## config.mk

```make
export PLATFORM = sky130hd
export DESIGN_NAME = csr_file_flat
export DESIGN_NICKNAME = d
export VERILOG_FILES = /design/src/core_pkg.sv /design/src/rf_write_if.sv /design/src/csr_file.sv /design/src/flat_wrapper.sv
export SDC_FILE = /design/constraint.sdc
export NUM_CORES = 1
export LEC_CHECK = 0
export ABC_AREA = 1
export BUFFER_PORTS_ARGS = -buffer_cell sky130_fd_sc_hd__buf_2
export CELL_PAD_IN_SITES_DETAIL_PLACEMENT = 0
export CELL_PAD_IN_SITES_GLOBAL_PLACEMENT = 1
export CORE_MARGIN = 2
export CORE_UTILIZATION = 41
export CTS_CLUSTER_DIAMETER = 40
export DETAILED_ROUTE_END_ITERATION = 7
export PLACE_DENSITY_LB_ADDON = 0.25
export SLEW_MARGIN = 20
export SYNTH_ARGS = -nofsm -noshare
export SYNTH_HDL_FRONTEND = slang
export SYNTH_SLANG_ARGS = --single-unit
```

## constraint.sdc

```tcl
create_clock -name i_clk -period 1.9 [get_ports i_clk]
set_clock_uncertainty 0.2 [all_clocks]
set_input_delay 0.19 -clock i_clk [delete_from_list [all_inputs] [get_ports i_clk]]
set_output_delay 0.19 -clock i_clk [all_outputs]
set_load 0.1 [all_outputs]
```

## src/core_pkg.sv

```systemverilog
// widths, CSR addresses, memory size codes, stage payload structs
package core_pkg;

  localparam int XLEN        = 64;
  localparam int GPR_ADDR_WD = 5;
  localparam int CSR_ADDR_WD = 12;

  // doublewords, indexed by address bits 10..3
  localparam int DMEM_DEPTH  = 256;

  // implemented machine CSRs
  localparam logic [CSR_ADDR_WD-1:0] CSR_MSTATUS = 12'h300;
  localparam logic [CSR_ADDR_WD-1:0] CSR_MTVEC   = 12'h305;
  localparam logic [CSR_ADDR_WD-1:0] CSR_MEPC    = 12'h341;
  localparam logic [CSR_ADDR_WD-1:0] CSR_MCAUSE  = 12'h342;

  typedef enum logic [1:0] {
    MEM_BYTE   = 2'd0,
    MEM_HALF   = 2'd1,
    MEM_WORD   = 2'd2,
    MEM_DOUBLE = 2'd3
  } mem_size_t;

  // execute -> memory
  typedef struct packed {
    logic [XLEN-1:0]        pc;
    logic [31:0]            inst;
    logic [XLEN-1:0]        alu_result;
    logic [GPR_ADDR_WD-1:0] rd;
    logic                   gpr_wen;
    logic                   mem_ren;
    logic                   mem_wen;
    mem_size_t              mem_size;
    logic                   mem_unsigned;
    logic [XLEN-1:0]        store_data;
    logic                   csr_wen;
    logic [CSR_ADDR_WD-1:0] csr_addr;
    logic [XLEN-1:0]        csr_wdata;
  } ms_payload_t;

  // memory -> write-back, result and trace info in one record
  typedef struct packed {
    logic [XLEN-1:0]        pc;
    logic [31:0]            inst;
    logic                   gpr_wen;
    logic [GPR_ADDR_WD-1:0] rd;
    logic [XLEN-1:0]        gpr_result;
    logic                   csr_wen;
    logic [CSR_ADDR_WD-1:0] csr_addr;
    logic [XLEN-1:0]        csr_result;
    logic                   mem_en;
    logic [XLEN-1:0]        mem_addr;
  } ws_payload_t;

endpackage

```

## src/rf_write_if.sv

```systemverilog
// GPR and CSR write port bundle with writer and register file modports
`timescale 1ns/1ps

interface rf_write_if;
  import core_pkg::*;

  logic                   gpr_wen;
  logic [GPR_ADDR_WD-1:0] gpr_waddr;
  logic [XLEN-1:0]        gpr_wdata;
  logic                   csr_wen;
  logic [CSR_ADDR_WD-1:0] csr_waddr;
  logic [XLEN-1:0]        csr_wdata;

  modport writer (
    output gpr_wen, gpr_waddr, gpr_wdata,
    output csr_wen, csr_waddr, csr_wdata
  );

  modport gpr (input gpr_wen, gpr_waddr, gpr_wdata);

  modport csr (input csr_wen, csr_waddr, csr_wdata);

endinterface

```

## src/csr_file.sv

```systemverilog
// machine CSR store: mstatus, mtvec, mepc, mcause
`timescale 1ns/1ps

module csr_file (
  input  logic                             i_clk,
  input  logic                             i_rst,
  rf_write_if.csr                          wr,
  input  logic [core_pkg::CSR_ADDR_WD-1:0] i_raddr,
  output logic [core_pkg::XLEN-1:0]        o_rdata
);
  import core_pkg::*;

  logic [XLEN-1:0] mstatus;
  logic [XLEN-1:0] mtvec;
  logic [XLEN-1:0] mepc;
  logic [XLEN-1:0] mcause;

  always_ff @(posedge i_clk) begin
    if (i_rst) begin
      mstatus <= '0;
      mtvec   <= '0;
      mepc    <= '0;
      mcause  <= '0;
    end else if (wr.csr_wen) begin
      case (wr.csr_waddr)
        CSR_MSTATUS: mstatus <= wr.csr_wdata;
        CSR_MTVEC:   mtvec   <= wr.csr_wdata;
        CSR_MEPC:    mepc    <= wr.csr_wdata;
        CSR_MCAUSE:  mcause  <= wr.csr_wdata;
        default:     ;
      endcase
    end
  end

  // unimplemented addresses read as zero
  always_comb begin
    case (i_raddr)
      CSR_MSTATUS: o_rdata = mstatus;
      CSR_MTVEC:   o_rdata = mtvec;
      CSR_MEPC:    o_rdata = mepc;
      CSR_MCAUSE:  o_rdata = mcause;
      default:     o_rdata = '0;
    endcase
  end

endmodule

```

## src/flat_wrapper.sv

```systemverilog
// flat-port wrapper written by rule: the top's interface ports become plain ports
module csr_file_flat import core_pkg::*;
  (i_clk, i_rst, i_raddr, o_rdata, wr_csr_wen, wr_csr_waddr, wr_csr_wdata);
  rf_write_if wr_i ();
  input  logic i_clk;
  input  logic i_rst;
  input  logic [core_pkg::CSR_ADDR_WD-1:0] i_raddr;
  output logic [core_pkg::XLEN-1:0] o_rdata;
  input wire logic [$bits(wr_i.csr_wen)-1:0] wr_csr_wen;
  input wire logic [$bits(wr_i.csr_waddr)-1:0] wr_csr_waddr;
  input wire logic [$bits(wr_i.csr_wdata)-1:0] wr_csr_wdata;
  assign wr_i.csr_wen = wr_csr_wen;
  assign wr_i.csr_waddr = wr_csr_waddr;
  assign wr_i.csr_wdata = wr_csr_wdata;
  csr_file u_core (.i_clk(i_clk), .i_rst(i_rst), .wr(wr_i), .i_raddr(i_raddr), .o_rdata(o_rdata));
endmodule
```

==> qor.csv <==
metric;value;unit
failing checks;setup timing;
CTS clock-pin slew for the worst setup and hold paths;0.04;ns
Final Max Slew Viols;0;
# clock sinks;256;
Post-Synthesis Cells;2466;
Vias;15400;
RD Place Congestion;0.764;
layout cells sized above 1;21.5;%
Starting Density;41.4;%
Max rail drop VDD;672;µV
P_leak;0.0102;µW
most common cell after layout, fill and taps aside;nand2_1;
RSZ-0062 raised after global routing;yes;
Syn Std Cell Area;0.0146;mm²
CTS root buffer;clkbuf_16;
Hold WS;0.0494;ns
Netlist cell types;17;
Routed met1 length;22.1;mm
critical path data arrival time;1.63;ns
CTS tree;done;
final setup violation count;63;
vias per std cell;4.85;
Worst path max stage delay;0.16;ns
CTS H-tree lvls;2;
final hold viol count;0;
num rows;69;
max_cap viols;0;
crit end category;primary output;
top-area cell type share of the netlist area;35.1;%
Final nets;2775;
Syn Nets;2557;
DRC Markers;0;
vias in the first global route;14400;
crit share post-route;106;%
CP most frequent cell;buf_12;
cts bufs inserted;45;
clk buf depth;3;
Crit-path slowest cell;buf_12;
Die Span X;193;µm
Crit Path Max Fanout;7;
DR top layer;met4;
Worst slew margin;76.0;%
Synth area leaders;dfxtp_1, nand2_1, inv_1, nand3_1, nor2_1;
outcome;finished, violations left;
initial antenna violation count;0;
Post-DP HPWL;27.2;mm
drt wl/cell;15.6;µm
Hold Crit Class;input pin to register;
wirelength, routed;49.5;mm
drt first-iter violations;1132;
antenna diode count;0;
insertion delay to the later sink of the worst-skew pair;0.56;ns
WS Path Type;input pin to primary output;
Slew @ Worst Pin;0.361;ns
sequential area share after synthesis;35.1;%
Ys Warns;0;
crit path cell chain;buf_6, nor2_4, nand3_2, nor2_4, buf_12, buf_12, buf_12, clkbuf_16, nand3_1, nand2_2, inv_2, nand2_4, buf_12;
met2 wire length;23.5;mm
Die Area;0.0371;mm²
PortBufs;154;
die height;193;µm
Core Area;0.0353;mm²
pwr dens;682;mW/mm²
routed length on met3;2.53;mm
Total GRT Usage;25.1;%
Pre-antenna DRT Iters;5;
post-route setup slack;-0.117;ns
Max Freq;0.496;GHz
I/O pins;155;
first-pass GRT wire length;74.3;mm
pre-CTS WS;-0.104;ns
Period minus WS final;2.02;ns
GR Overflow Total;0;
Data required, critical path;1.51;ns
area leader, netlist;dfxtp_1;
ANT nets after route;0;
Avg Cell Area, Syn;5.92;µm²
Critical Path Source Type;input pin;
area grow syn2layout;46.0;%
largest net degree at the start of global routing;69;
most frequent cells in the layout;nand2_1, inv_1, nor2_1, nand3_1, dfxtp_1;
post-route setup TNS;-3.77;ns
Synth Register Bits;256;
layer usage:
metal | up-vias | global-route usage, %
met5 | - | 0
met4 | 0 | 9.01
met3 | 93 | 3.20
met2 | 434 | 41.2
met1 | 7008 | 33.8
li1 | 7880 | -
where the power goes:
| group | internal, µW | total (µW) | switching (µW) | leakage [µW] |
|---|---|---|---|---|
| registers | 5380 | 5380 | 0.594 | 0.00206 |
| logic | 386 | 952 | 566 | 0.00740 |
| clock network | 5340 | 8210 | 2870 | 0.000733 |
worst max-delay path: cells and delay by family:
kind	cells	cell delay (ns)
simple gates	6	0.60
buf+inv	7	0.82
area by class of cell:
type / count / area (µm²)
inverters: 526 / 1990
flip-flops and latches: 256 / 5120
repair buffers: 347 / 4600
clock buffers: 57 / 1220
multi-input cells: 1508 / 7510
clock inverters: 23 / 293
fillers: 3292 / 14000
well taps: 461 / 577
cell families after synthesis:
| logic type | Yosys count | synth area share [%] |
|---|---|---|
| simple gates | 1444 | 42.5 |
| buf+inv | 702 | 20.2 |
| flops | 256 | 35.1 |
| compound gates | 64 | 2.19 |
cells in the mapped netlist:
cell type / number
buf_6: 7
inv_1: 525
clkinv_2: 1
nor3_4: 3
nand2_4: 1
clkbuf_8: 19
nand3_1: 325
buf_2: 62
dfxtp_1: 256
nand4_1: 128
a21oi_1: 64
clkbuf_1: 68
nor2_4: 1
nor3_1: 1
nor2_1: 335
buf_1: 20
nand2_1: 650
registers in the layout, summed over array words and instances (netlist names):
signal and count:
u_core.mtvec 64, u_core.mepc 64, u_core.mcause 64, u_core.mstatus 64
final timing paths:
kind / start / end / slack [ns] / cells past startpoint
max reg2reg: u_core.mstatus[0]$_SDFFE_PP0P_ / u_core.mstatus[0]$_SDFFE_PP0P_ / 0.47 / 5
max: i_raddr[5] / o_rdata[47] / -0.12 / 13
min: wr_csr_waddr[1] / u_core.mepc[5]$_SDFFE_PP0P_ / 0.05 / 6
min reg2reg: u_core.mtvec[0]$_SDFFE_PP0P_ / u_core.mtvec[0]$_SDFFE_PP0P_ / 0.28 / 2
what timing repair did:
item,CTS,global route
resized for setup,79,138
hold buffers,70,0
endpoints found under the hold margin,256,0
endpoints found under the setup margin,64,66
gates cloned,8,19
pin swaps,23,49
setup buffers,14,9
per-stage QoR:
step	std cells	power, µW	area [µm²]	utilization [%]
2_1_floorplan	2466	5860	15100	-
3_3_place_gp	2981	6210	17600	50.0
3_5_place_dp	2981	6210	17600	50.0
4_1_cts	3153	14600	20400	57.8
5_1_grt	3178	15000	21300	60.4
6_report	3178	14500	21300	60.4
Note: power is estimated with default switching activity, not from simulation.
