`src/core_pkg.sv`:
```
// widths, CSR addresses, memory size codes, stage payload structs
package core_pkg;

  localparam int XLEN        = 64;
  localparam int GPR_ADDR_WD = 5;
  localparam int CSR_ADDR_WD = 12;

  // doublewords, indexed by address bits 10..3
  localparam int DMEM_DEPTH  = 256;

  // implemented machine CSRs
  localparam logic [CSR_ADDR_WD-1:0] CSR_MSTATUS = 12'h300;
  localparam logic [CSR_ADDR_WD-1:0] CSR_MTVEC   = 12'h305;
  localparam logic [CSR_ADDR_WD-1:0] CSR_MEPC    = 12'h341;
  localparam logic [CSR_ADDR_WD-1:0] CSR_MCAUSE  = 12'h342;

  typedef enum logic [1:0] {
    MEM_BYTE   = 2'd0,
    MEM_HALF   = 2'd1,
    MEM_WORD   = 2'd2,
    MEM_DOUBLE = 2'd3
  } mem_size_t;

  // execute -> memory
  typedef struct packed {
    logic [XLEN-1:0]        pc;
    logic [31:0]            inst;
    logic [XLEN-1:0]        alu_result;
    logic [GPR_ADDR_WD-1:0] rd;
    logic                   gpr_wen;
    logic                   mem_ren;
    logic                   mem_wen;
    mem_size_t              mem_size;
    logic                   mem_unsigned;
    logic [XLEN-1:0]        store_data;
    logic                   csr_wen;
    logic [CSR_ADDR_WD-1:0] csr_addr;
    logic [XLEN-1:0]        csr_wdata;
  } ms_payload_t;

  // memory -> write-back, result and trace info in one record
  typedef struct packed {
    logic [XLEN-1:0]        pc;
    logic [31:0]            inst;
    logic                   gpr_wen;
    logic [GPR_ADDR_WD-1:0] rd;
    logic [XLEN-1:0]        gpr_result;
    logic                   csr_wen;
    logic [CSR_ADDR_WD-1:0] csr_addr;
    logic [XLEN-1:0]        csr_result;
    logic                   mem_en;
    logic [XLEN-1:0]        mem_addr;
  } ws_payload_t;

endpackage

```
`src/rf_write_if.sv`:
```
// GPR and CSR write port bundle with writer and register file modports
`timescale 1ns/1ps

interface rf_write_if;
  import core_pkg::*;

  logic                   gpr_wen;
  logic [GPR_ADDR_WD-1:0] gpr_waddr;
  logic [XLEN-1:0]        gpr_wdata;
  logic                   csr_wen;
  logic [CSR_ADDR_WD-1:0] csr_waddr;
  logic [XLEN-1:0]        csr_wdata;

  modport writer (
    output gpr_wen, gpr_waddr, gpr_wdata,
    output csr_wen, csr_waddr, csr_wdata
  );

  modport gpr (input gpr_wen, gpr_waddr, gpr_wdata);

  modport csr (input csr_wen, csr_waddr, csr_wdata);

endinterface

```
`src/gpr_file.sv`:
```
// general register file, 32 x 64 bits, x0 hardwired to zero
`timescale 1ns/1ps

module gpr_file (
  input  logic                             i_clk,
  input  logic                             i_rst,
  rf_write_if.gpr                          wr,
  input  logic [core_pkg::GPR_ADDR_WD-1:0] i_raddr1,
  input  logic [core_pkg::GPR_ADDR_WD-1:0] i_raddr2,
  output logic [core_pkg::XLEN-1:0]        o_rdata1,
  output logic [core_pkg::XLEN-1:0]        o_rdata2
);
  import core_pkg::*;

  logic [XLEN-1:0] regs [2**GPR_ADDR_WD];

  always_ff @(posedge i_clk) begin
    if (i_rst) begin
      for (int i = 0; i < 2**GPR_ADDR_WD; i++) begin
        regs[i] <= '0;
      end
    end else if (wr.gpr_wen && (wr.gpr_waddr != '0)) begin
      // x0 writes dropped
      regs[wr.gpr_waddr] <= wr.gpr_wdata;
    end
  end

  // no write-to-read forwarding
  assign o_rdata1 = regs[i_raddr1];
  assign o_rdata2 = regs[i_raddr2];

endmodule

```
`src/flat_wrapper.sv`:
```
// flat-port wrapper written by rule: the top's interface ports become plain ports
module gpr_file_flat import core_pkg::*;
  (i_clk, i_rst, i_raddr1, i_raddr2, o_rdata1, o_rdata2, wr_gpr_wen, wr_gpr_waddr, wr_gpr_wdata);
  rf_write_if wr_i ();
  input  logic i_clk;
  input  logic i_rst;
  input  logic [core_pkg::GPR_ADDR_WD-1:0] i_raddr1;
  input  logic [core_pkg::GPR_ADDR_WD-1:0] i_raddr2;
  output logic [core_pkg::XLEN-1:0] o_rdata1;
  output logic [core_pkg::XLEN-1:0] o_rdata2;
  input wire logic [$bits(wr_i.gpr_wen)-1:0] wr_gpr_wen;
  input wire logic [$bits(wr_i.gpr_waddr)-1:0] wr_gpr_waddr;
  input wire logic [$bits(wr_i.gpr_wdata)-1:0] wr_gpr_wdata;
  assign wr_i.gpr_wen = wr_gpr_wen;
  assign wr_i.gpr_waddr = wr_gpr_waddr;
  assign wr_i.gpr_wdata = wr_gpr_wdata;
  gpr_file u_core (.i_clk(i_clk), .i_rst(i_rst), .wr(wr_i), .i_raddr1(i_raddr1), .i_raddr2(i_raddr2), .o_rdata1(o_rdata1), .o_rdata2(o_rdata2));
endmodule
```
`config.mk`:
```
export PLATFORM = sky130hd
export DESIGN_NAME = gpr_file_flat
export DESIGN_NICKNAME = d
export VERILOG_FILES = /design/src/core_pkg.sv /design/src/rf_write_if.sv /design/src/gpr_file.sv /design/src/flat_wrapper.sv
export SDC_FILE = /design/constraint.sdc
export NUM_CORES = 2
export LEC_CHECK = 0
export BUFFER_PORTS_ARGS = -buffer_cell sky130_fd_sc_hd__buf_4
export CAP_MARGIN = 10
export CORE_MARGIN = 2
export CORE_UTILIZATION = 60
export CTS_CLUSTER_SIZE = 40
export DETAILED_ROUTE_END_ITERATION = 12
export MAX_ROUTING_LAYER = met4
export PLACE_DENSITY = 0.85
export SETUP_SLACK_MARGIN = 0.1
export SYNTH_ARGS = -nofsm -noshare
export SYNTH_HDL_FRONTEND = slang
export SYNTH_SLANG_ARGS = --single-unit
```
`constraint.sdc`:
```
create_clock -name i_clk -period 7.3 [get_ports i_clk]
set_input_delay 0 -clock i_clk [delete_from_list [all_inputs] [get_ports i_clk]]
set_output_delay 0 -clock i_clk [all_outputs]
set_load 0.01 [all_outputs]
```
==> results.md <==
* Met2 GRT Util at 57.7%
* IO Pins at 210
* Slowest cell on the critical path: nor2_4
* CTS H-tree lvls at 4
* Post-synthesis instance area at 0.108 sq mm
* Startpoint types: primary input
* LEAKAGE at 0.0412 uW
* Core Box Area at about 0.18 sq mm
* Worst Setup SP: i_rst
* Pre-CTS setup slack at 3.25 ns
* Pint at 20,800 uW
* PwrDens at 236 mW/mm^2
* Routed wire length at 361,000 microns
* Hold Buf Count CTS at 65
* CTS clk-pin slew, worst paths at roughly 0.070 ns
* WP depth at 6
* Unrepaired setup endpoints after global routing: no
* Met1 Use GR at 48.7%
* Die height at approximately 430 microns
* Combinational power share at between 10 and 15%
* CP delay by family, top: simple AND/OR/NAND/NOR gates
* Gr busiest metal: met2
* Global-route wire length before repair at 506,000 microns
* Fin crit period at 4.01 ns
* Max FFs per register at a little over 2,000
* Post-route ant nets at 0
* Post_cts resized at 0
* Placed Area at between 0.1 and 0.15 sq mm
* Cell Rows at 155
* DRC viols at 0
* Syn Area/Cell at 16.2 sq um
* Post-synthesis sequential area ratio at 56.8%
* Arr. time, crit path at 4.51 ns
* Max Root-Sink Buffers at 3
* Port bufs at 209
* Post-synth top area share at 56.8%
* Sw Share at roughly 26%
* DIE WIDTH at 429 microns
* Largest net degree at the start of global routing at 132
* Clock share of power at 37.3%
* Fraction of layout instances using a drive strength above 1 at between 20% and 30%
* Via Count at 70,100
* Syn Inst Count at between 6,000 and 7,000
* Total power at 28,000 uW
* Final Cell Area at 0.119 sq mm
* Setup Crit Path Kind: in2reg
* Bufs and invs on worst path at 3
* Yosys synthesis warning count at 0
* Critical path capture point type: flip-flop
* Cell variety after synth at 36
* Fmax at 0.250 GHz
* Postcts setup bufs at 0
* Final setup viols at 0
* Final-report hold violation count at 0
* Slew headroom at 6.70%
* Seq pwr share at between 40% and 50%
* DRT Pass-1 Iters at 9
* Status: finished, final reports clean
* NumNets Final at between 6,000 and 7,000
* Root Driver: clkbuf_16
* Min-delay worst type: in2reg
* CTS tree: yes
* Critical Path RT at 7.80 ns
* Fill cells at 11,400
* Critical path's largest stage delay at 1.04 ns
* Fin worst setup slack at approximately 3.3 ns
* CP Max Fanout at 35
* Routability congestion estimate at around 0.9
* GRT Total Usage at 40.4%
* Largest Register: u_core.regs
* Synth area leaders: edfxtp_1, mux4_2, and2_1
* DR WL/cell at roughly 40 microns
* Grt total ovfl at 0
* Worst slew pin tran at 1.40 ns
* CTS Sinks at 2,048
* CP Cell Sequence: dlygate4sd3_1 > buf_6 > nand4b_1 > nor2_4 > or2_4 > buf_4
* Flops & latches, synth at 2,048
* Crit share post-route at between 50% and 60%
* Crit path to: u_core.regs[3][57]$_SDFFCE_PN0P_
* Top Registers: u_core.regs x2048
* Detailed placer's ending HPWL at 197,000 microns
* Maximum VDD drop at 0.239 mV
* Initial antenna violation count at 35
* Maxcap violations at 0
* Fin Setup TNS at 0 ns
* Iteration-0 DRC Markers at 13,900
* Area delta synth->final at 9.53%
* Vias in the first global route at roughly 70,000
* Largest area contributor in the netlist: edfxtp_1
* GR Util met3 at 14.3%
* Drt via density at 7.63
* Final Max Tran Viols at 0
* Cts bufs inserted at 205
* Switching pwr at slightly above 7000 uW
* Effective utilization at floorplan at 60.6%
* Die footprint at 0.184 sq mm
==> routing by layer <==
layer / vias to the layer above / part of all wire [%]
met1: 34900 / 31
met2: 7552 / 45
met4: 0 / 7.7
met5: - / 0
met3: 1817 / 17
li1: 25800 / -
==> cell families (layout without fill, tap and decap cells) <==
kind of cell / Yosys count / count (layout) / share of synthesized area [%]
AND/OR/NAND/NOR: 2098 / 2098 / 12.0
multiplexers: 1518 / 1518 / 26.1
buffers and inverters: 760 / 786 / 3.09
AO/OA/AOI/OAI: 264 / 264 / 2.02
flip-flops: 2048 / 2048 / 56.8
other: 1 / 117 / 0.00346
==> synthesized netlist by cell type <==
master	number
nand2_1	5
o221ai_1	2
or2_2	33
nor3_1	1
nand4bb_1	2
nand3_1	1
mux2i_1	438
a211oi_1	2
buf_1	41
or4b_1	1
clkinv_1	1
a221o_1	2
buf_4	80
mux2_2	44
a211o_1	4
a21o_1	13
clkbuf_1	509
nand4b_1	1
or3_1	1
inv_1	2
mux4_2	1036
edfxtp_1	2048
nand3b_1	3
a21oi_1	4
nor2_1	44
and2_1	1989
a221oi_1	110
nor2b_1	11
buf_6	6
a22o_1	91
buf_2	120
o22ai_1	36
or3b_1	1
clkbuf_2	1
conb_1	1
nand2b_1	5
==> cell usage in the layout (no fill, tap or decap), types with 36 or more instances in the layout <==
master	Yosys	layout
clkbuf_16	0	210
mux4_2	1036	1036
dlygate4sd3_1	0	65
mux2_2	44	44
a22o_1	91	91
clkinv_1	1	55
edfxtp_1	2048	2048
o22ai_1	36	36
clkbuf_1	509	44
conb_1	1	64
and2_1	1989	1985
diode_2	0	53
nor2_4	0	36
a221oi_1	110	110
buf_4	80	317
mux2i_1	438	438
==> metrics by stage <==
stage	instances	utilization (%)	hold WS (ns)
floorplan	6752	-	0.198
global placement	8693	62.3	0.466
detailed placement	8693	62.3	0.466
CTS	9133	66.3	0.0490
global route	9172	66.3	0.114
finish	9186	66.3	0.0932
==> worst min path at each step <==
stage                          startpoint                               end  slack (ns)  cells past startpoint
after CTS                 wr_gpr_waddr[2]   u_core.regs[3][3]$_SDFFCE_PN0P_        0.05                      4
after floorplan           wr_gpr_wdata[0]   u_core.regs[1][0]$_SDFFCE_PN0P_        0.20                      1
final                     wr_gpr_waddr[2]  u_core.regs[2][38]$_SDFFCE_PN0P_        0.09                      4
after global placement              i_rst  u_core.regs[0][34]$_SDFFCE_PN0P_        0.47                      1
after global routing      wr_gpr_waddr[2]  u_core.regs[2][63]$_SDFFCE_PN0P_        0.11                      4
after detailed placement            i_rst  u_core.regs[0][34]$_SDFFCE_PN0P_        0.47                      1
==> power by group through the flow <==
stage / clock network [uW] / logic, uW / registers, uW
CTS: 10400 / 3500 / 13900
finish: 10500 / 3610 / 14000
floorplan: 0 / 2190 / 14000
global placement: 0 / 3400 / 14100
global route: 10800 / 3660 / 14000
detailed placement: 0 / 3450 / 14200
==> cell type report <==
cell class                 instances  area [sq um]  share of cell area (%)
timing repair buffer             408          3500                    2.95
antenna                           53           133                   0.112
multi-input combinational       3944         44100                    37.2
inverter                           3          11.3                 0.00949
clock inverter                   121          1020                   0.862
tap                             2355          2950                    2.48
sequential                      2048         61500                    51.9
clock buffer                     254          5420                    4.57
Note: power is estimated with default switching activity, not from simulation.
