<file path="src/core_pkg.sv">
// widths, CSR addresses, memory size codes, stage payload structs
package core_pkg;

  localparam int XLEN        = 64;
  localparam int GPR_ADDR_WD = 5;
  localparam int CSR_ADDR_WD = 12;

  // doublewords, indexed by address bits 10..3
  localparam int DMEM_DEPTH  = 256;

  // implemented machine CSRs
  localparam logic [CSR_ADDR_WD-1:0] CSR_MSTATUS = 12'h300;
  localparam logic [CSR_ADDR_WD-1:0] CSR_MTVEC   = 12'h305;
  localparam logic [CSR_ADDR_WD-1:0] CSR_MEPC    = 12'h341;
  localparam logic [CSR_ADDR_WD-1:0] CSR_MCAUSE  = 12'h342;

  typedef enum logic [1:0] {
    MEM_BYTE   = 2'd0,
    MEM_HALF   = 2'd1,
    MEM_WORD   = 2'd2,
    MEM_DOUBLE = 2'd3
  } mem_size_t;

  // execute -> memory
  typedef struct packed {
    logic [XLEN-1:0]        pc;
    logic [31:0]            inst;
    logic [XLEN-1:0]        alu_result;
    logic [GPR_ADDR_WD-1:0] rd;
    logic                   gpr_wen;
    logic                   mem_ren;
    logic                   mem_wen;
    mem_size_t              mem_size;
    logic                   mem_unsigned;
    logic [XLEN-1:0]        store_data;
    logic                   csr_wen;
    logic [CSR_ADDR_WD-1:0] csr_addr;
    logic [XLEN-1:0]        csr_wdata;
  } ms_payload_t;

  // memory -> write-back, result and trace info in one record
  typedef struct packed {
    logic [XLEN-1:0]        pc;
    logic [31:0]            inst;
    logic                   gpr_wen;
    logic [GPR_ADDR_WD-1:0] rd;
    logic [XLEN-1:0]        gpr_result;
    logic                   csr_wen;
    logic [CSR_ADDR_WD-1:0] csr_addr;
    logic [XLEN-1:0]        csr_result;
    logic                   mem_en;
    logic [XLEN-1:0]        mem_addr;
  } ws_payload_t;

endpackage

</file>
<file path="src/rf_write_if.sv">
// GPR and CSR write port bundle with writer and register file modports
`timescale 1ns/1ps

interface rf_write_if;
  import core_pkg::*;

  logic                   gpr_wen;
  logic [GPR_ADDR_WD-1:0] gpr_waddr;
  logic [XLEN-1:0]        gpr_wdata;
  logic                   csr_wen;
  logic [CSR_ADDR_WD-1:0] csr_waddr;
  logic [XLEN-1:0]        csr_wdata;

  modport writer (
    output gpr_wen, gpr_waddr, gpr_wdata,
    output csr_wen, csr_waddr, csr_wdata
  );

  modport gpr (input gpr_wen, gpr_waddr, gpr_wdata);

  modport csr (input csr_wen, csr_waddr, csr_wdata);

endinterface

</file>
<file path="src/stage_slot.sv">
// pipeline slot: valid bit, typed payload register, allowin/ready_go handshake
`timescale 1ns/1ps

module stage_slot #(
  parameter type T_PAYLOAD = logic
) (
  input  logic     i_clk,
  input  logic     i_rst,
  input  logic     i_valid,
  input  T_PAYLOAD i_payload,
  input  logic     i_ready_go,
  input  logic     i_next_allowin,
  output logic     o_allowin,
  output logic     o_valid,
  output T_PAYLOAD o_payload
);

  logic valid_q;

  assign o_allowin = !valid_q || (i_ready_go && i_next_allowin);
  assign o_valid   = valid_q && i_ready_go;

  always_ff @(posedge i_clk) begin
    if (i_rst) begin
      valid_q <= 1'b0;
    end else if (o_allowin) begin
      valid_q <= i_valid;
    end
  end

  // payload only captured on a real transfer
  always_ff @(posedge i_clk) begin
    if (i_valid && o_allowin) begin
      o_payload <= i_payload;
    end
  end

endmodule

</file>
<file path="src/wb_stage.sv">
// write-back stage: register file writes, decode bypass, commit record
`timescale 1ns/1ps

module wb_stage (
  input  logic                               i_clk,
  input  logic                               i_rst,
  input  logic                               i_ms_valid,
  input  core_pkg::ws_payload_t              i_ms_payload,
  output logic                               o_ws_allowin,
  rf_write_if.writer                         rf,
  output logic                               o_bypass_gpr_valid,
  output logic [core_pkg::GPR_ADDR_WD-1:0]   o_bypass_gpr_addr,
  output logic [core_pkg::XLEN-1:0]          o_bypass_gpr_data,
  output logic                               o_bypass_csr_valid,
  output logic [core_pkg::CSR_ADDR_WD-1:0]   o_bypass_csr_addr,
  output logic [core_pkg::XLEN-1:0]          o_bypass_csr_data,
  output logic                               o_commit_valid,
  output logic [core_pkg::XLEN-1:0]          o_commit_pc,
  output logic [31:0]                        o_commit_inst,
  output logic                               o_commit_mem_en,
  output logic [core_pkg::XLEN-1:0]          o_commit_mem_addr
);
  import core_pkg::*;

  ws_payload_t ws_p;
  logic        ws_valid;

  // last stage, never holds back
  stage_slot #(
    .T_PAYLOAD (ws_payload_t)
  ) u_ws_slot (
    .i_clk          (i_clk),
    .i_rst          (i_rst),
    .i_valid        (i_ms_valid),
    .i_payload      (i_ms_payload),
    .i_ready_go     (1'b1),
    .i_next_allowin (1'b1),
    .o_allowin      (o_ws_allowin),
    .o_valid        (ws_valid),
    .o_payload      (ws_p)
  );

  assign rf.gpr_wen   = ws_valid && ws_p.gpr_wen;
  assign rf.gpr_waddr = ws_p.rd;
  assign rf.gpr_wdata = ws_p.gpr_result;
  assign rf.csr_wen   = ws_valid && ws_p.csr_wen;
  assign rf.csr_waddr = ws_p.csr_addr;
  assign rf.csr_wdata = ws_p.csr_result;

  // bypass zeroed unless a write is really pending
  assign o_bypass_gpr_valid = rf.gpr_wen;
  assign o_bypass_gpr_addr  = {GPR_ADDR_WD{rf.gpr_wen}} & ws_p.rd;
  assign o_bypass_gpr_data  = {XLEN{rf.gpr_wen}} & ws_p.gpr_result;
  assign o_bypass_csr_valid = rf.csr_wen;
  assign o_bypass_csr_addr  = {CSR_ADDR_WD{rf.csr_wen}} & ws_p.csr_addr;
  assign o_bypass_csr_data  = {XLEN{rf.csr_wen}} & ws_p.csr_result;

  assign o_commit_valid    = ws_valid;
  assign o_commit_pc       = ws_p.pc;
  assign o_commit_inst     = ws_p.inst;
  assign o_commit_mem_en   = ws_p.mem_en;
  assign o_commit_mem_addr = ws_p.mem_addr;

endmodule

</file>
<file path="src/flat_wrapper.sv">
// flat-port wrapper written by rule: the top's interface ports become plain ports
module wb_stage_flat import core_pkg::*;
  (i_clk, i_rst, i_ms_valid, i_ms_payload, o_ws_allowin, o_bypass_gpr_valid, o_bypass_gpr_addr, o_bypass_gpr_data, o_bypass_csr_valid, o_bypass_csr_addr, o_bypass_csr_data, o_commit_valid, o_commit_pc, o_commit_inst, o_commit_mem_en, o_commit_mem_addr, rf_gpr_wen, rf_gpr_waddr, rf_gpr_wdata, rf_csr_wen, rf_csr_waddr, rf_csr_wdata);
  rf_write_if rf_i ();
  input  logic i_clk;
  input  logic i_rst;
  input  logic i_ms_valid;
  input  core_pkg::ws_payload_t i_ms_payload;
  output logic o_ws_allowin;
  output logic o_bypass_gpr_valid;
  output logic [core_pkg::GPR_ADDR_WD-1:0] o_bypass_gpr_addr;
  output logic [core_pkg::XLEN-1:0] o_bypass_gpr_data;
  output logic o_bypass_csr_valid;
  output logic [core_pkg::CSR_ADDR_WD-1:0] o_bypass_csr_addr;
  output logic [core_pkg::XLEN-1:0] o_bypass_csr_data;
  output logic o_commit_valid;
  output logic [core_pkg::XLEN-1:0] o_commit_pc;
  output logic [31:0] o_commit_inst;
  output logic o_commit_mem_en;
  output logic [core_pkg::XLEN-1:0] o_commit_mem_addr;
  output wire logic [$bits(rf_i.gpr_wen)-1:0] rf_gpr_wen;
  output wire logic [$bits(rf_i.gpr_waddr)-1:0] rf_gpr_waddr;
  output wire logic [$bits(rf_i.gpr_wdata)-1:0] rf_gpr_wdata;
  output wire logic [$bits(rf_i.csr_wen)-1:0] rf_csr_wen;
  output wire logic [$bits(rf_i.csr_waddr)-1:0] rf_csr_waddr;
  output wire logic [$bits(rf_i.csr_wdata)-1:0] rf_csr_wdata;
  assign rf_gpr_wen = rf_i.gpr_wen;
  assign rf_gpr_waddr = rf_i.gpr_waddr;
  assign rf_gpr_wdata = rf_i.gpr_wdata;
  assign rf_csr_wen = rf_i.csr_wen;
  assign rf_csr_waddr = rf_i.csr_waddr;
  assign rf_csr_wdata = rf_i.csr_wdata;
  wb_stage u_core (.i_clk(i_clk), .i_rst(i_rst), .i_ms_valid(i_ms_valid), .i_ms_payload(i_ms_payload), .o_ws_allowin(o_ws_allowin), .rf(rf_i), .o_bypass_gpr_valid(o_bypass_gpr_valid), .o_bypass_gpr_addr(o_bypass_gpr_addr), .o_bypass_gpr_data(o_bypass_gpr_data), .o_bypass_csr_valid(o_bypass_csr_valid), .o_bypass_csr_addr(o_bypass_csr_addr), .o_bypass_csr_data(o_bypass_csr_data), .o_commit_valid(o_commit_valid), .o_commit_pc(o_commit_pc), .o_commit_inst(o_commit_inst), .o_commit_mem_en(o_commit_mem_en), .o_commit_mem_addr(o_commit_mem_addr));
endmodule
</file>
<file path="config.mk">
export PLATFORM = sky130hd
export DESIGN_NAME = wb_stage_flat
export DESIGN_NICKNAME = d
export VERILOG_FILES = /design/src/core_pkg.sv /design/src/rf_write_if.sv /design/src/stage_slot.sv /design/src/wb_stage.sv /design/src/flat_wrapper.sv
export SDC_FILE = /design/constraint.sdc
export NUM_CORES = 1
export LEC_CHECK = 0
export BUFFER_PORTS_ARGS = -buffer_cell sky130_fd_sc_hd__buf_2
export CAP_MARGIN = 30
export CORE_AREA = 4 4 294 296
export CTS_CLUSTER_DIAMETER = 100
export DETAILED_ROUTE_END_ITERATION = 10
export DIE_AREA = 0 0 298 300
export PLACE_DENSITY = 0.4
export SKIP_CTS_REPAIR_TIMING = 1
export SLEW_MARGIN = 20
export SYNTH_ARGS = -nofsm -noshare
export SYNTH_HDL_FRONTEND = slang
export SYNTH_SLANG_ARGS = --single-unit
</file>
<file path="constraint.sdc">
create_clock -name i_clk -period 1.4 [get_ports i_clk]
set_input_delay 0.28 -clock i_clk [delete_from_list [all_inputs] [get_ports i_clk]]
set_output_delay 0.28 -clock i_clk [all_outputs]
set_load 0.01 [all_outputs]
</file>
==> impl_metrics.csv, run 1 <==
group,metric,value,unit
status,status,"finished, violations left",
status,violations,"negative setup slack",
job,max_cap_viol_count,0,
worst_setup_path,worstPathMaxFanout,34,
worst_setup_path,worst-path-buf-inv,3,
finish,syn_to_final_growth,61.8,%
floorplanning,core_area,83600,sq um
finish,fin_cells,2724,
sta,drv_slew,0,
floorplanning,ioPinCount,768,
worst_setup_path,crit_path_start_kind,"flip-flop",
logic_synthesis,ys.warnings.count,0,
finish,drive_gt1_share,52.8,%
worst_setup_path,cp.arrival,1.61,ns
sta,fmax,0.529,GHz
power_and_ir_drop,power.density,1170,nW/um^2
global_route,grt_max_degree,106,
finish,layout_commonest_cell,"buf_2",
logic_synthesis,ys_seq_area_share,73.2,%
finish,fin_util,24.5,%
drt,drt_first_pass_iters,6,
drt,wire_per_inst,17.2,microns
finish,final_cell_mix,"buf_2 (739), dlygate4sd3_1 (309), edfxtp_1 (308), and3_1 (140), clkbuf_16 (42)",
logic_synthesis,synth_area_leaders,"edfxtp_1 (73%), buf_4 (18%), and3_1 (7.2%)",
sta,setup_slack,-0.492,ns
drt,drc,0,
worst_setup_path,critical_path_class,"flip-flop to primary output",
drt,viasPerCell,3.38,
sta,finalCritPeriodShare,135,%
sta,hold_violations,0,
global_route,antenna_found_initial,6,
drt,wl,46.8,mm
worst_setup_path,worst_path_largest_cell_delay,0.41,ns
clock_tree,clk_pin_slew,0.06,ns
worst_setup_path,cp.required,1.12,ns
logic_synthesis,synth.distinct_cells,10,
floorplanning,start_util,15.2,%
logic_synthesis,ys_seq_elements,309,
power_and_ir_drop,leakage,9.34,nW
drt,drt_iter0_drc,577,
floorplanning,die_w,298,microns
global_route,overflow,0,
clock_tree,cts_buffers,37,
sta,rsz0062_at_grt,"true",
worst_setup_path,cp_top_family,"buffers and inverters",
clock_tree,cts_tree,"yes",
logic_synthesis,synthDominantCellAreaShare,73.1,%
clock_tree,h-tree-depth,2,
logic_synthesis,yosysTopAreaCell,"edfxtp_1",
logic_synthesis,synth_area,12700,sq um
finish,fin_area,20500,sq um
global_route,gr-usage-all-layers,8.58,%
sta,hold_ws,0.160,ns
power_and_ir_drop,ir_drop,0.966,mV
global_route,first_global_vias,8097,
placed_design,place_ws,0.0211,ns
floorplanning,die_area,89400,sq um
sta,setup_violations,187,
clock_tree,cts_buffer_depth,3,
worst_hold_path,hp-class,"input pin to flip-flop",
drt,dr_total_vias,9214,
clock_tree,cts.sinks,309,
worst_setup_path,cp_slowest_cell,"edfxtp_1",
global_route,grt_pass1_wl,56.6,mm
floorplanning,fp-row-count,106,
worst_setup_path,crit_path_end_kind,"primary output",
placed_design,io_buffers,766,
logic_synthesis,syn_nets,1108,
placed_design,gp_congestion,0.862,
logic_synthesis,postSynthCellCount,797,
logic_synthesis,avgSynthCellArea,15.9,sq um
placed_design,numPlacedInstances,2336,
sta,period_minus_slack,1.89,ns
placed_design,placed_cell_area,15800,sq um
placed_design,dp_hpwl,33.7,mm
finish,nNetsFinal,1930,
worst_setup_path,cp_cell_sequence,"buf_6 -> buf_12 -> and3_1 -> buf_2",
floorplanning,fp.dieH,300,microns
clock_tree,root_buffer,"clkbuf_16",
drt,drtAntennaViolNets,0,
## cells in the mapped netlist, drive strengths merged
cell type / count
edfxtp: 308
clkbuf: 25
and3: 145
and2: 2
buf: 314
dfxtp: 1
conb: 1
nor2b: 1
## layout make-up
| type | instances | area (sq um) |
|---|---|---|
| Fill cell | 8725 | 63100 |
| Sequential cell | 309 | 9270 |
| Timing Repair Buffer | 1122 | 7740 |
| Tap cell | 1080 | 1350 |
| Clock buffer | 47 | 1010 |
| Multi-Input combinational cell | 149 | 957 |
| Clock inverter | 16 | 154 |
| Antenna cell | 1 | 2.50 |
## cell families after synthesis
kind of cell	after synthesis	share of synthesized area [%]
buffers and inverters	339	19.4
other	1	0.0296
flip-flops	309	73.2
AND/OR/NAND/NOR	148	7.31
## registers in the layout (all words and copies together), names as in the netlist
register / cells
u_core.u_ws_slot.o_payload: 308
u_core.u_ws_slot.valid_q: 1
## layer usage
layer  up-vias  global-route usage (%)  share of wire [%]
met5         -                       0              0.047
met4         4                    3.55                3.8
met3        82                    3.66                9.2
met2       499                    15.9                 54
met1      4436                    8.39                 33
li1       4193                       -                  -
## stage by stage
step	TNS (ns)	total power, W
finish	-64.13	0.0241
global route	-83.82	0.0252
CTS	-85.42	0.0236
detailed placement	0	0.0140
global placement	0	0.0140
floorplan	0	0.0130
## path summary, 6_finish.rpt
kind / from / endpoint / slack (ns) / cells past startpoint
setup / recovery: u_core.u_ws_slot.o_payload[141]$_DFFE_PP_ / o_bypass_csr_data[28] / -0.49 / 4
hold / removal: i_ms_valid / u_core.u_ws_slot.o_payload[233]$_DFFE_PP_ / 0.16 / 2
## where the power goes
| part | internal, W | switching, W | total [W] |
|---|---|---|---|
| registers | 0.0110 | 0.000358 | 0.0114 |
| clock network | 0.00560 | 0.00376 | 0.00936 |
| logic | 0.00174 | 0.00159 | 0.00333 |
| total | 0.0184 | 0.00570 | 0.0241 |
Power figures use the tool's default switching activity.
==> run 2, diff against run 1 <==
CAP_MARGIN = default   (was 30)
CORE_AREA = 4 4 293 295   (was 4 4 294 296)
DIE_AREA = 0 0 297 299   (was 0 0 298 300)
clock period = 2.44 ns   (was 1.4 ns; I/O delays follow)
==> impl_metrics.csv, run 2 (same netlist as run 1, synthesis figures left out) <==
group,metric,value,unit
floorplanning,die_w,297,microns
power_and_ir_drop,ir_drop,0.470,mV
global_route,grt_max_degree,106,
sta,relSlewSlack,64.3,%
finish,layout_commonest_cell,"buf_2",
sta,finalCritPeriodShare,90.2,%
sta,hold_violations,0,
worst_setup_path,critPathLaunch,"u_core.u_ws_slot.valid_q$_SDFF_PP0_",
global_route,first_global_vias,8041,
worst_setup_path,endpoint,"o_bypass_csr_data[23]",
drt,drtAntennaViolNets,0,
floorplanning,fp.dieH,299,microns
finish,fin_util,20.2,%
drt,drc,0,
sta,rsz0062_at_grt,"false",
finish,final_cell_mix,"buf_2 (765), edfxtp_1 (308), and3_1 (145), clkbuf_16 (37), buf_4 (14)",
sta,fmax,0.455,GHz
placed_design,gp_congestion,0.856,
finish,drive_gt1_share,63.9,%
finish,nNetsFinal,1594,
floorplanning,core_area,83200,sq um
finish,syn_to_final_growth,32.5,%
sta,drv_slew,0,
sta,tightest_slew,0.535,ns
placed_design,io_buffers,766,
floorplanning,fp-row-count,106,
worst_setup_path,critical_path_class,"flip-flop to primary output",
drt,drt_first_pass_iters,4,
drt,dr_total_vias,7724,
sta,fin_tns_setup,0,ns
job,max_cap_viol_count,0,
floorplanning,ioPinCount,768,
sta,period_minus_slack,2.20,ns
worst_hold_path,hp-class,"input pin to flip-flop",
power_and_ir_drop,power.density,776,nW/um^2
finish,reg_top3,"u_core.u_ws_slot.o_payload x308, u_core.u_ws_slot.valid_q x1",
worst_setup_path,crit_path_start_kind,"flip-flop",
drt,drt_iter0_drc,382,
drt,wire_per_inst,16.0,microns
clock_tree,cts_tree,"yes",
global_route,overflow,0,
floorplanning,die_area,88800,sq um
sta,setup_violations,0,
global_route,antenna_found_initial,4,
worst_setup_path,crit_path_end_kind,"primary output",
clock_tree,h-tree-depth,2,
status,status,"finished, final reports clean",
placed_design,dp_hpwl,30.4,mm
clock_tree,cts_buffer_depth,3,
drt,viasPerCell,3.23,
floorplanning,start_util,15.2,%
worst_setup_path,cp.required,1.95,ns
global_route,gr-usage-all-layers,7.90,%
global_route,grt_pass1_wl,53.3,mm
clock_tree,cts.sinks,309,
finish,largest_register_ffs,308,
clock_tree,cts_buffers,36,
clock_tree,clk_pin_slew,0.06,ns
drt,wl,38.3,mm
finish,largest_register,"u_core.u_ws_slot.o_payload",
clock_tree,root_buffer,"clkbuf_16",
worst_setup_path,worstPathMaxFanout,43,
power_and_ir_drop,leakage,7.80,nW
worst_setup_path,cp.arrival,1.71,ns
power_and_ir_drop,total_power,0.0130,W
==> run 2: cell types whose count changed in the layout (fill, tap and decap cells not counted), moves of 6 or more <==
cell	before	now
buf_2	739	765
buf_12	13	7
dlygate4sd3_1	309	0
buf_4	20	14
buf_6	32	0
==> run 2: layout make-up <==
| type | count | area, sq um |
|---|---|---|
| fill | 8953 | 66400 |
| tap | 1080 | 1350 |
| timing repair buffer | 787 | 4090 |
| antenna | 2 | 5.00 |
| sequential | 309 | 9270 |
| multi-input combinational | 149 | 930 |
| clock buffer | 40 | 937 |
| clock inverter | 25 | 194 |
==> run 2: power by group <==
part / switching [W] / leakage, nW / internal (W)
clock: 0.00212 / 0.555 / 0.00308
combinational: 0.000747 / 4.22 / 0.000565
sequential: 0.000187 / 3.02 / 0.00632
total: 0.00306 / 7.80 / 0.00996
==> run 2: worst min-delay path by stage <==
stage,startpoint,end,slack [ns],cells after the start
2_1_floorplan,i_rst,u_core.u_ws_slot.valid_q$_SDFF_PP0_,0.56,1
3_3_place_gp,i_rst,u_core.u_ws_slot.valid_q$_SDFF_PP0_,0.66,2
3_5_place_dp,i_rst,u_core.u_ws_slot.valid_q$_SDFF_PP0_,0.65,2
4_1_cts,i_rst,u_core.u_ws_slot.valid_q$_SDFF_PP0_,0.05,2
5_1_grt,i_ms_payload[168],u_core.u_ws_slot.o_payload[168]$_DFFE_PP_,0.08,1
6_report,i_rst,u_core.u_ws_slot.valid_q$_SDFF_PP0_,0.11,2
==> run 2: routing by layer <==
layer  vias to the layer above  global-route usage [%]  wire length [microns]
li1                       3516                       -                      -
met1                      3667                    7.56                  12600
met2                       480                    15.2                  20900
met3                        59                    3.16                   3790
met4                         2                    2.73                   1040
met5                         -                       0                      7
==> run 2: critical path: stages, from the launching register on <==
cell	delay [ns]
dfxtp_4	0.35
buf_4	0.37
and3_1	0.25
buf_2	0.13
==> run 2: stage by stage <==
step / cells / hold slack [ns] / instance area (sq um) / setup WS (ns)
floorplan: 797 / 0.560 / 12700 / 0.904
global placement: 2325 / 0.661 / 15600 / 0.744
detailed placement: 2325 / 0.649 / 15600 / 0.704
CTS: 2390 / 0.0547 / 16800 / 0.189
global route: 2390 / 0.0755 / 16800 / 0.125
finish: 2392 / 0.114 / 16800 / 0.240
